**config.mk**
```make
export PLATFORM = sky130hd
export DESIGN_NAME = cdd_link
export DESIGN_NICKNAME = d
export VERILOG_FILES = /design/src/verilog/cdd_pkg.sv /design/src/verilog/cdd_status_capture.sv /design/src/verilog/cdd_byte_exchange.sv /design/src/verilog/cdd_command_assembly.sv /design/src/verilog/cdd_link.sv
export SDC_FILE = /design/constraint.sdc
export NUM_CORES = 1
export LEC_CHECK = 0
export ABC_AREA = 1
export BUFFER_PORTS_ARGS = -buffer_cell sky130_fd_sc_hd__buf_2
export CAP_MARGIN = 40
export CELL_PAD_IN_SITES_DETAIL_PLACEMENT = 1
export CELL_PAD_IN_SITES_GLOBAL_PLACEMENT = 2
export CORE_ASPECT_RATIO = 0.7
export CORE_MARGIN = 5
export CORE_UTILIZATION = 35
export DETAILED_ROUTE_END_ITERATION = 10
export PLACE_DENSITY = 0.8
export SLEW_MARGIN = 20
export SYNTH_ARGS = -nofsm -noshare
export SYNTH_HDL_FRONTEND = slang
export SYNTH_SLANG_ARGS = --single-unit
export TNS_END_PERCENT = 5
```
**constraint.sdc**
```tcl
create_clock -name clk_sys -period 9.6 [get_ports clk_sys]
set_input_delay 1.92 -clock clk_sys [delete_from_list [all_inputs] [get_ports clk_sys]]
set_output_delay 1.92 -clock clk_sys [all_outputs]
set_load 0.01 [all_outputs]
```
**src/verilog/cdd_pkg.sv**
```systemverilog
package cdd_pkg;

	////////////////////////////////////////////////////////////////////////////
	// frame geometry
	////////////////////////////////////////////////////////////////////////////

	// status and command frames are both twelve bytes
	localparam int FRAME_BYTES = 12;

	// one byte on the serial link
	typedef logic [7:0] cdd_byte_t;

	// byte 0 sits in the low bits and goes out first
	typedef cdd_byte_t [FRAME_BYTES-1:0] cdd_frame_t;

	// byte position inside a frame, 12..15 are past the end
	typedef logic [3:0] byte_index_t;

	// bit position inside a byte
	typedef logic [2:0] bit_index_t;

	// index of the final byte of a frame
	localparam byte_index_t LAST_INDEX = byte_index_t'(FRAME_BYTES - 1);

	// last bit of a byte, lsb goes first
	localparam bit_index_t LAST_BIT = 3'd7;

	////////////////////////////////////////////////////////////////////////////
	// default timing, in clk_sys cycles
	////////////////////////////////////////////////////////////////////////////

	// status capture to first request
	localparam int DEFAULT_START_HOLD = 15;

	// end of one byte to the request for the next
	// roughly what the drive needs to prepare the following byte
	localparam int DEFAULT_BYTE_GAP = 1023;

endpackage

```
**src/verilog/cdd_status_capture.sv**
```systemverilog
`timescale 1ns/1ps

module cdd_status_capture #(
	parameter int start_hold = cdd_pkg::DEFAULT_START_HOLD
) (
	input  logic                 clk_sys,
	input  logic                 reset,
	input  cdd_pkg::cdd_frame_t  status_frame,
	input  logic                 status_toggle,
	input  cdd_pkg::byte_index_t status_index,
	output cdd_pkg::cdd_byte_t   status_byte,
	output logic                 exchange_start
);
	import cdd_pkg::*;

	localparam int HOLD_W = $clog2(start_hold + 1);

	// last toggle value taken from the host
	logic toggle_seen;
	logic new_frame;

	// copy of the status frame for the whole exchange
	cdd_frame_t frame_q;

	// hold countdown, zero when idle
	logic [HOLD_W-1:0] hold_count;

	// host owns the frame, a changed toggle marks a fresh one
	assign new_frame = (status_toggle != toggle_seen);

	////////////////////////////////////////////////////////////////////////////
	// toggle tracking and start hold
	////////////////////////////////////////////////////////////////////////////

	always_ff @(posedge clk_sys) begin
		if (reset) begin
			toggle_seen    <= 1'b0;
			hold_count     <= '0;
			exchange_start <= 1'b0;
		end else begin
			exchange_start <= 1'b0;
			if (new_frame) begin
				// a newer frame restarts the hold
				toggle_seen <= status_toggle;
				hold_count  <= HOLD_W'(start_hold);
			end else if (hold_count != '0) begin
				hold_count     <= hold_count - 1'b1;
				exchange_start <= (hold_count == HOLD_W'(1));
			end
		end
	end

	// frame is stable while the toggle changes
	always_ff @(posedge clk_sys) begin
		if (new_frame) begin
			frame_q <= status_frame;
		end
	end

	////////////////////////////////////////////////////////////////////////////
	// byte select for the exchange
	////////////////////////////////////////////////////////////////////////////

	// past the last byte the drive gets zeros
	always_comb begin
		if (status_index < FRAME_BYTES) begin
			status_byte = frame_q[status_index];
		end else begin
			status_byte = '0;
		end
	end

endmodule

```
**src/verilog/cdd_byte_exchange.sv**
```systemverilog
`timescale 1ns/1ps

module cdd_byte_exchange #(
	parameter int byte_gap = cdd_pkg::DEFAULT_BYTE_GAP
) (
	input  logic                 clk_sys,
	input  logic                 reset,
	input  logic                 exchange_start,
	input  cdd_pkg::cdd_byte_t   status_byte,
	input  logic                 comclk,
	input  logic                 hdata,
	output cdd_pkg::byte_index_t status_index,
	output logic                 cdata,
	output logic                 comreq_n,
	output logic                 comsync_n,
	output cdd_pkg::cdd_byte_t   host_byte,
	output cdd_pkg::byte_index_t byte_index,
	output logic                 byte_valid,
	output logic                 frame_last
);
	import cdd_pkg::*;

	localparam int REQ_W = $clog2(byte_gap + 1);

	// comclk history for edge detection
	logic comclk_q;
	logic comclk_rise;
	logic comclk_fall;

	// frame in progress, edges are ignored otherwise
	logic frame_active;

	// position in the frame and in the byte
	byte_index_t byte_count;
	bit_index_t  bit_count;

	// status bits still to send, host bits collected so far
	cdd_byte_t tx_shift;
	cdd_byte_t rx_shift;

	// countdown to the next comreq_n, zero when idle
	logic [REQ_W-1:0] req_count;

	assign comclk_rise = frame_active && comclk && !comclk_q;
	assign comclk_fall = frame_active && !comclk && comclk_q;

	// byte 0 at start, the following byte otherwise
	assign status_index = exchange_start ? byte_index_t'(0) : byte_count + 4'd1;

	// completed byte toward command assembly
	assign host_byte  = rx_shift;
	assign byte_index = byte_count;
	assign frame_last = byte_valid && (byte_count == LAST_INDEX);

	// drive idles with comclk high
	always_ff @(posedge clk_sys) begin
		if (reset) begin
			comclk_q <= 1'b1;
		end else begin
			comclk_q <= comclk;
		end
	end

	////////////////////////////////////////////////////////////////////////////
	// receive side, host bit on every rising comclk
	////////////////////////////////////////////////////////////////////////////

	always_ff @(posedge clk_sys) begin
		if (reset) begin
			bit_count  <= '0;
			byte_valid <= 1'b0;
		end else if (exchange_start) begin
			bit_count  <= '0;
			byte_valid <= 1'b0;
		end else if (comclk_rise) begin
			bit_count  <= bit_count + 3'd1;
			byte_valid <= (bit_count == LAST_BIT);
		end else begin
			byte_valid <= 1'b0;
		end
	end

	// lsb first, so new bits enter at the top
	always_ff @(posedge clk_sys) begin
		if (comclk_rise) begin
			rx_shift <= {hdata, rx_shift[7:1]};
		end
	end

	////////////////////////////////////////////////////////////////////////////
	// transmit side and byte sequencer
	////////////////////////////////////////////////////////////////////////////

	always_ff @(posedge clk_sys) begin
		if (reset) begin
			frame_active <= 1'b0;
			byte_count   <= '0;
			cdata        <= 1'b0;
			comreq_n     <= 1'b1;
			comsync_n    <= 1'b1;
			req_count    <= '0;
		end else begin
			// request goes out when the countdown expires
			if (req_count != '0) begin
				req_count <= req_count - 1'b1;
				if (req_count == REQ_W'(1)) begin
					comreq_n <= 1'b0;
				end
			end

			if (exchange_start) begin
				// also taken mid frame, the exchange restarts at byte 0
				frame_active <= 1'b1;
				byte_count   <= '0;
				tx_shift     <= status_byte;
				comsync_n    <= 1'b0;
				comreq_n     <= 1'b1;
				req_count    <= REQ_W'(1);
			end else if (byte_valid) begin
				comsync_n <= 1'b1;
				tx_shift  <= status_byte;
				if (byte_count == LAST_INDEX) begin
					frame_active <= 1'b0;
				end else begin
					byte_count <= byte_count + 4'd1;
					req_count  <= REQ_W'(byte_gap);
				end
			end else if (comclk_fall) begin
				{tx_shift, cdata} <= {1'b0, tx_shift};
			end else if (comclk_rise) begin
				// drive has taken the request
				comreq_n <= 1'b1;
			end
		end
	end

endmodule

```
**src/verilog/cdd_command_assembly.sv**
```systemverilog
`timescale 1ns/1ps

module cdd_command_assembly (
	input  logic                 clk_sys,
	input  logic                 reset,
	input  cdd_pkg::cdd_byte_t   host_byte,
	input  cdd_pkg::byte_index_t byte_index,
	input  logic                 byte_valid,
	input  logic                 frame_last,
	output cdd_pkg::cdd_frame_t  command_frame,
	output logic                 command_toggle
);
	import cdd_pkg::*;

	// bytes of the frame currently being received
	cdd_frame_t staging;

	// staging with the incoming byte already in place
	cdd_frame_t frame_next;

	////////////////////////////////////////////////////////////////////////////
	// staging
	////////////////////////////////////////////////////////////////////////////

	always_comb begin
		frame_next = staging;
		if (byte_index < FRAME_BYTES) begin
			frame_next[byte_index] = host_byte;
		end
	end

	always_ff @(posedge clk_sys) begin
		if (byte_valid) begin
			staging <= frame_next;
		end
	end

	////////////////////////////////////////////////////////////////////////////
	// publish to the host
	////////////////////////////////////////////////////////////////////////////

	// no back-pressure, an unread frame is simply replaced
	always_ff @(posedge clk_sys) begin
		if (reset) begin
			command_frame  <= '0;
			command_toggle <= 1'b0;
		end else if (byte_valid && frame_last) begin
			command_frame  <= frame_next;
			command_toggle <= !command_toggle;
		end
	end

endmodule

```
**src/verilog/cdd_link.sv**
```systemverilog
`timescale 1ns/1ps

module cdd_link #(
	parameter int start_hold = cdd_pkg::DEFAULT_START_HOLD,
	parameter int byte_gap   = cdd_pkg::DEFAULT_BYTE_GAP
) (
	input  logic                clk_sys,
	input  logic                reset,

	// host side
	input  cdd_pkg::cdd_frame_t status_frame,
	input  logic                status_toggle,
	output cdd_pkg::cdd_frame_t command_frame,
	output logic                command_toggle,

	// drive side
	input  logic                comclk,
	input  logic                hdata,
	output logic                cdata,
	output logic                comreq_n,
	output logic                comsync_n
);
	import cdd_pkg::*;

	// capture to exchange
	logic        exchange_start;
	byte_index_t status_index;
	cdd_byte_t   status_byte;

	// exchange to assembly
	cdd_byte_t   host_byte;
	byte_index_t byte_index;
	logic        byte_valid;
	logic        frame_last;

	cdd_status_capture #(
		.start_hold(start_hold)
	) i_cdd_status_capture (
		.clk_sys(clk_sys),
		.reset(reset),
		.status_frame(status_frame),
		.status_toggle(status_toggle),
		.status_index(status_index),
		.status_byte(status_byte),
		.exchange_start(exchange_start)
	);

	cdd_byte_exchange #(
		.byte_gap(byte_gap)
	) i_cdd_byte_exchange (
		.clk_sys(clk_sys),
		.reset(reset),
		.exchange_start(exchange_start),
		.status_byte(status_byte),
		.comclk(comclk),
		.hdata(hdata),
		.status_index(status_index),
		.cdata(cdata),
		.comreq_n(comreq_n),
		.comsync_n(comsync_n),
		.host_byte(host_byte),
		.byte_index(byte_index),
		.byte_valid(byte_valid),
		.frame_last(frame_last)
	);

	cdd_command_assembly i_cdd_command_assembly (
		.clk_sys(clk_sys),
		.reset(reset),
		.host_byte(host_byte),
		.byte_index(byte_index),
		.byte_valid(byte_valid),
		.frame_last(frame_last),
		.command_frame(command_frame),
		.command_toggle(command_toggle)
	);

endmodule

```
After elaboration in Yosys (flattened, before gate mapping)
Cells that the tools add are included.
{"block": "word_totals", "regBits": 334, "inputBits": 101, "output_inout_bits": 100}
{"block": "op_classes", "reduce_logical": 23, "n_lt_le_gt_ge": 5, "mux": 27, "bitwise": 6, "eq_ne": 5, "add_sub_neg": 4}
{"op": "$bwmux 96", "count": 1}
{"op": "$mux 96", "count": 1}
{"op": "$mux 8", "count": 6}
{"op": "$bmux 8 s4", "count": 1}
{"op": "$demux 8 s4", "count": 1}
{"op": "$mux 10", "count": 3}
{"op": "$mux 4", "count": 3}
{"op": "$mux 1", "count": 11}
{"op": "$eq 10x1->1 const B", "count": 1}
{"op": "$lt 4x5->1 const B", "count": 2}
{"op": "$reduce_bool 10->1", "count": 1}
{"op": "$sub 10x1->10 const B", "count": 1}
{"op": "$lt 4x4->1 const B", "count": 2}
{"op": "$logic_and 1x1->1", "count": 7}
{"op": "$not 1->1", "count": 6}
{"op": "$reduce_and 2->1", "count": 3}
{"op": "$reduce_bool 2->1", "count": 3}
{"op": "$reduce_or 3->1", "count": 2}
{"op": "$add 4x1->4 const B", "count": 1}
{"op": "$eq 4x1->1 const B", "count": 1}
{"op": "$eq 4x4->1 const B", "count": 1}
{"op": "$ge 4x1->1 const B", "count": 1}
{"op": "$reduce_bool 4->1", "count": 1}
{"op": "$sub 4x1->4 const B", "count": 1}
{"op": "other kinds (7)", "count": 9}

Depth between registers and ports, before layout
{"block": "depth", "word_depth": 7, "mapped_depth": 12, "depth_no_buf": 10}

By module
A second synthesis with hierarchy kept.
{"block": "hier_totals", "hier_cells": 1588, "area_unflattened_um2": 14183.6}
{"mod": "cdd_command_assembly", "n_inst": 1, "cells_per_inst": 1046, "area_per_inst_um2": 8339.2}
{"mod": "cdd_status_capture", "n_inst": 1, "cells_per_inst": 346, "area_per_inst_um2": 4088.9}
{"mod": "cdd_byte_exchange", "n_inst": 1, "cells_per_inst": 196, "area_per_inst_um2": 1755.4}

Least setup slack after synthesis
OpenSTA, ideal clock, no wires.
{"block": "synth_timing", "kind": "input -> register", "from": "in status_toggle", "to": "reg i_cdd_status_capture.hold_count[0]", "path_slack_ns": 2.240, "t_arrival_ns": 7.272, "path_stages": 5, "t_required_ns": 9.513, "setup_ns": 0.087, "cell_sequence": "xor2_1 > inv_1 > nand2_1 > o21ai_0 > a21oi_1"}
{"block": "synth_via", "elab_chain_cells": 2, "word_cells_on_any_way": 3, "cone_classes": "1 x eq/ne; 1 x mux; 1 x reduce/logical"}
{"element": "start: declaration", "line": "cdd_link.sv:12", "text": "input logic status_toggle,"}
{"element": "$ne 1x1->1 (*)", "line": "cdd_status_capture.sv:29", "text": "assign new_frame = (status_toggle != toggle_seen);"}
{"element": "$mux 4 or $reduce_bool 2->1 (tied branches)"}
{"element": "end signal: assignment", "line": "cdd_status_capture.sv:45", "text": "hold_count <= HOLD_W'(start_hold);"}
{"element": "end signal: assignment", "line": "cdd_status_capture.sv:47", "text": "hold_count <= hold_count - 1'b1;"}
{"element": "end: declaration", "line": "cdd_status_capture.sv:26", "text": "logic [HOLD_W-1:0] hold_count;"}
Mark *: on every way between the ends. The rest lies on a longest branch, timed or not.
A chain may end at the register's enable or synchronous reset.

Worst setup path after layout
{"block": "layout_timing", "from": "reg i_cdd_byte_exchange.byte_count[0], in the netlist i_cdd_byte_exchange.byte_index[0]", "to": "reg i_cdd_byte_exchange.tx_shift[7] (data pin)"}
{"block": "layout_via", "elab_chain_cells": 7, "word_cells_on_any_way": 8, "cone_classes": "1 x add/sub; 1 x order compare; 6 x mux"}
{"element": "start: declaration", "line": "cdd_byte_exchange.sv:34", "text": "byte_index_t byte_count;"}
{"element": "start signal: assignment", "line": "cdd_byte_exchange.sv:125", "text": "byte_count <= byte_count + 4'd1;"}
{"element": "$add 4x1->4 (*)", "line": "cdd_byte_exchange.sv:48", "text": "assign status_index = exchange_start ? byte_index_t'(0) : byte_count + 4'd1;"}
{"element": "$mux 4 (*)", "line": "cdd_byte_exchange.sv:48"}
{"element": "$bmux 8 s4", "line": "cdd_status_capture.sv:67", "text": "status_byte = frame_q[status_index];"}
{"element": "$mux 8 (not written as such)", "line": "cdd_status_capture.sv:67"}
{"element": "$mux 8 (*)", "line": "cdd_status_capture.sv:66", "text": "if (status_index < FRAME_BYTES) begin"}
{"element": "$mux 8", "line": "cdd_byte_exchange.sv:119", "text": "end else if (byte_valid) begin"}
{"element": "$mux 8 (*)", "line": "cdd_byte_exchange.sv:111", "text": "if (exchange_start) begin"}
{"element": "end signal: assignment", "line": "cdd_byte_exchange.sv:115", "text": "tx_shift <= status_byte;"}
{"element": "end signal: assignment", "line": "cdd_byte_exchange.sv:121", "text": "tx_shift <= status_byte;"}
{"element": "end signal: assignment", "line": "cdd_byte_exchange.sv:129", "text": "{tx_shift, cdata} <= {1'b0, tx_shift};"}
{"element": "end: declaration", "line": "cdd_byte_exchange.sv:38", "text": "cdd_byte_t tx_shift;"}
Mark *: on every way between the ends. The rest lies on a longest branch, timed or not. The select of a mux whose other input is x is not followed.

==> results_dict.tcl <==
set metrics [dict create \
    clkLatencyLatePin_ns 0.53 \
    vias 9860 \
    postLayoutSetupSlackWorst_ns 5.76 \
    vdd_ir_drop_max_uv 103 \
    grt_antenna_before_repair 1 \
    drtIter0Drc 631 \
    seq_area_frac_synth_pct 65.9 \
    gr-usage-met1_pct 24.8 \
    switching_power_mw 0.739 \
    cts_sinks 326 \
    synthArstFlopShare_pct 0 \
    grt_overflow 0 \
    syn2layout_area_growth_pct 20.6 \
    seq_power_share_pct 50.2 \
    die_w_um 240 \
    cts_buffers 35 \
    p_per_area_nw_per_um2 200 \
    dpl.hpwl_um 24800 \
    holdCritPathClass "reg -> reg" \
    p_sw_share_pct 23.7 \
    slew_violations 0 \
    crit_type "reg -> reg" \
    grt_max_degree 78 \
    reg2reg_slack_ns 5.76 \
    synth_edf_count 200 \
    nNetsFinal 1594 \
    grtUsageTotal_pct 17.6 \
    htree_levels 2 \
    drv_cap 0 \
    clk_pin_slew_worst_paths_ns 0.06 \
    grt.busiest_layer "met2" \
    ant_nets 0 \
    post-route-drc-count 0 \
    fin_worst_skew_ns 0.0292 \
    internal_power_mw 2.38 \
    gp_congestion 0.797 \
    ios 201 \
    yosysTopAreaCell "edfxtp_1" \
    drive_above_1_share_pct 18.7 \
    yosys-top-cells-area "edfxtp_1, dfxtp_1, nand2_1" \
    critPathLaunchType "register" \
    cts_resized 0 \
    yosysUniqueCellTypes 25 \
    avgSynthCellArea_sq_um 9.91 \
    die_height_um 171 \
    synth_most_common_cell "nand2_1" \
    fin_cells 1990 \
    end_kind "register" \
    hold_viol 0 \
    post-place-ws_ns 5.75 \
    clkPwrFrac_pct 41.7 \
    period_minus_slack_ns 3.84 \
    yosys.area.top_type_share_pct 46.4 \
    use_met3_pct 2.56 \
    cts_tree "built" \
    cts_setup_buffers 0 \
    hold_buffers 0 \
    routed_wl_um 36600 \
    start_util_pct 35.7 \
    netlist_area_sq_um 12900 \
    grt_pass1_vias 10159 \
    finalSetupViolations 0 \
    firstDrtPassIters 5 \
    fill_cells 4112 \
    die_area_sq_um 41000 \
    max_slew_margin_pct 44.9 \
    holdWs_ns 0.461 \
    arrival_ns 4.21 \
    synth_flop_cell "edfxtp_1" \
    clock_path_buffers 3 \
    rsz0062_at_grt "false" \
    tns_ns 0 \
    diodes 0 \
    synth_common_cells "nand2_1, edfxtp_1, nand3_1" \
    synth_warnings 0 \
    status "completed" \
    crit_fanout 25 \
    rows 58 \
    fmax_ghz 0.261 \
    grt_pass1_wl_um 57200 \
    via_per_inst 4.95 \
    power.leakage_nw 6.29 \
    worstPathRequired_ns 9.97 \
    dp_cells 1923 \
    syn-instance-count 1305 \
    period_share_pct 40.0 \
    power_frac_comb_pct 8.1 \
    synth_seq_cells 326 \
    core_area_sq_um 36200 \
    wl_per_cell_um 18.4 \
    met2_usage_pct 28.4 \
    port_buffers 200 \
    tightest_slew_ns 0.821 \
    synth_nets 1416 \
    cts-root-buf "clkbuf_16" \
]
critical path, cell delays in order, from the launching register on:
cell and delay, ns:
dfxtp_1 0.79, clkinv_1 0.88, nand2_1 0.83, buf_4 0.41, nand2_1 0.09, nand3_1 0.08
nand2_1 0.06, a21oi_1 0.29, nor2_1 0.12, nor2_1 0.11
path summary, 6_finish.rpt:
path,from,endpoint,cells after the start
hold reg to reg,i_cdd_command_assembly.command_frame[93],i_cdd_command_assembly.command_frame[93],2
hold / removal,i_cdd_command_assembly.command_frame[93],i_cdd_command_assembly.command_frame[93],2
setup reg to reg,i_cdd_byte_exchange.byte_index[0],i_cdd_byte_exchange.tx_shift[7],9
setup / recovery,i_cdd_byte_exchange.byte_index[0],i_cdd_byte_exchange.tx_shift[7],9
metrics by stage:
stage	area [sq um]	power, mW	utilization, %
after floorplan	12900	1.76	-
after global placement	14300	1.83	39.4
after detailed placement	14400	1.85	39.9
after CTS	15500	3.16	42.9
after global routing	15600	3.26	43.1
final	15600	3.12	43.1
state kept, by name, indices dropped and copies added (netlist names), 3 cells and up:
signal / cells
i_cdd_command_assembly.command_frame: 96
i_cdd_status_capture.frame_q: 96
i_cdd_command_assembly.staging: 88
i_cdd_byte_exchange.req_count: 10
i_cdd_byte_exchange.host_byte: 8
i_cdd_byte_exchange.tx_shift: 8
i_cdd_byte_exchange.byte_index: 4
i_cdd_status_capture.hold_count: 4
i_cdd_byte_exchange.bit_count: 3
layout make-up:
type	count	area, sq um	share of cell area [%]
flip-flops and latches	326	8530	54.7
multi-input cells	822	3780	24.3
repair buffers	218	1280	8.22
clock buffers	51	997	6.39
well taps	480	601	3.85
inverters	80	300	1.93
clock inverters	13	100	0.642
per-layer routing:
layer,wire length (um),vias up
met3,1120,66
met1,17600,4835
li1,-,4801
met4,975,2
met5,7,-
met2,16900,156
kinds of logic (layout without fill, tap and decap cells):
kind of cell | count (synthesis) | after routing | share of synthesized area [%]
AO/OA/AOI/OAI | 243 | 243 | 9.42
AND/OR/NAND/NOR | 568 | 568 | 18.5
buffers and inverters | 157 | 362 | 5.07
XOR/XNOR | 1 | 1 | 0.0677
adder cells (fa/ha/maj) | 10 | 10 | 0.967
flip-flops | 326 | 326 | 65.9
power by group through the flow:
| stage | logic [mW] | clock network [mW] | registers [mW] |
|---|---|---|---|
| after global placement | 0.236 | 0 | 1.60 |
| final | 0.252 | 1.30 | 1.57 |
| after floorplan | 0.167 | 0 | 1.60 |
| after detailed placement | 0.249 | 0 | 1.60 |
| after CTS | 0.252 | 1.34 | 1.57 |
| after global routing | 0.287 | 1.40 | 1.57 |
placed cells by master (no fill, tap or decap), types with 4 or more instances in the layout:
cell type,n
nand2_1,336
edfxtp_1,200
buf_2,199
nand3_1,170
dfxtp_1,125
a21oi_1,118
o21ai_0,102
inv_1,76
nor2_1,42
clkbuf_16,36
o21ai_1,22
clkbuf_1,11
buf_4,11
ha_1,10
buf_16,7
clkinv_1,6
clkinv_2,6
nand4_1,5
nor2_2,4
nor3_1,4
clkbuf_8,4
Power figures use the tool's default switching activity.
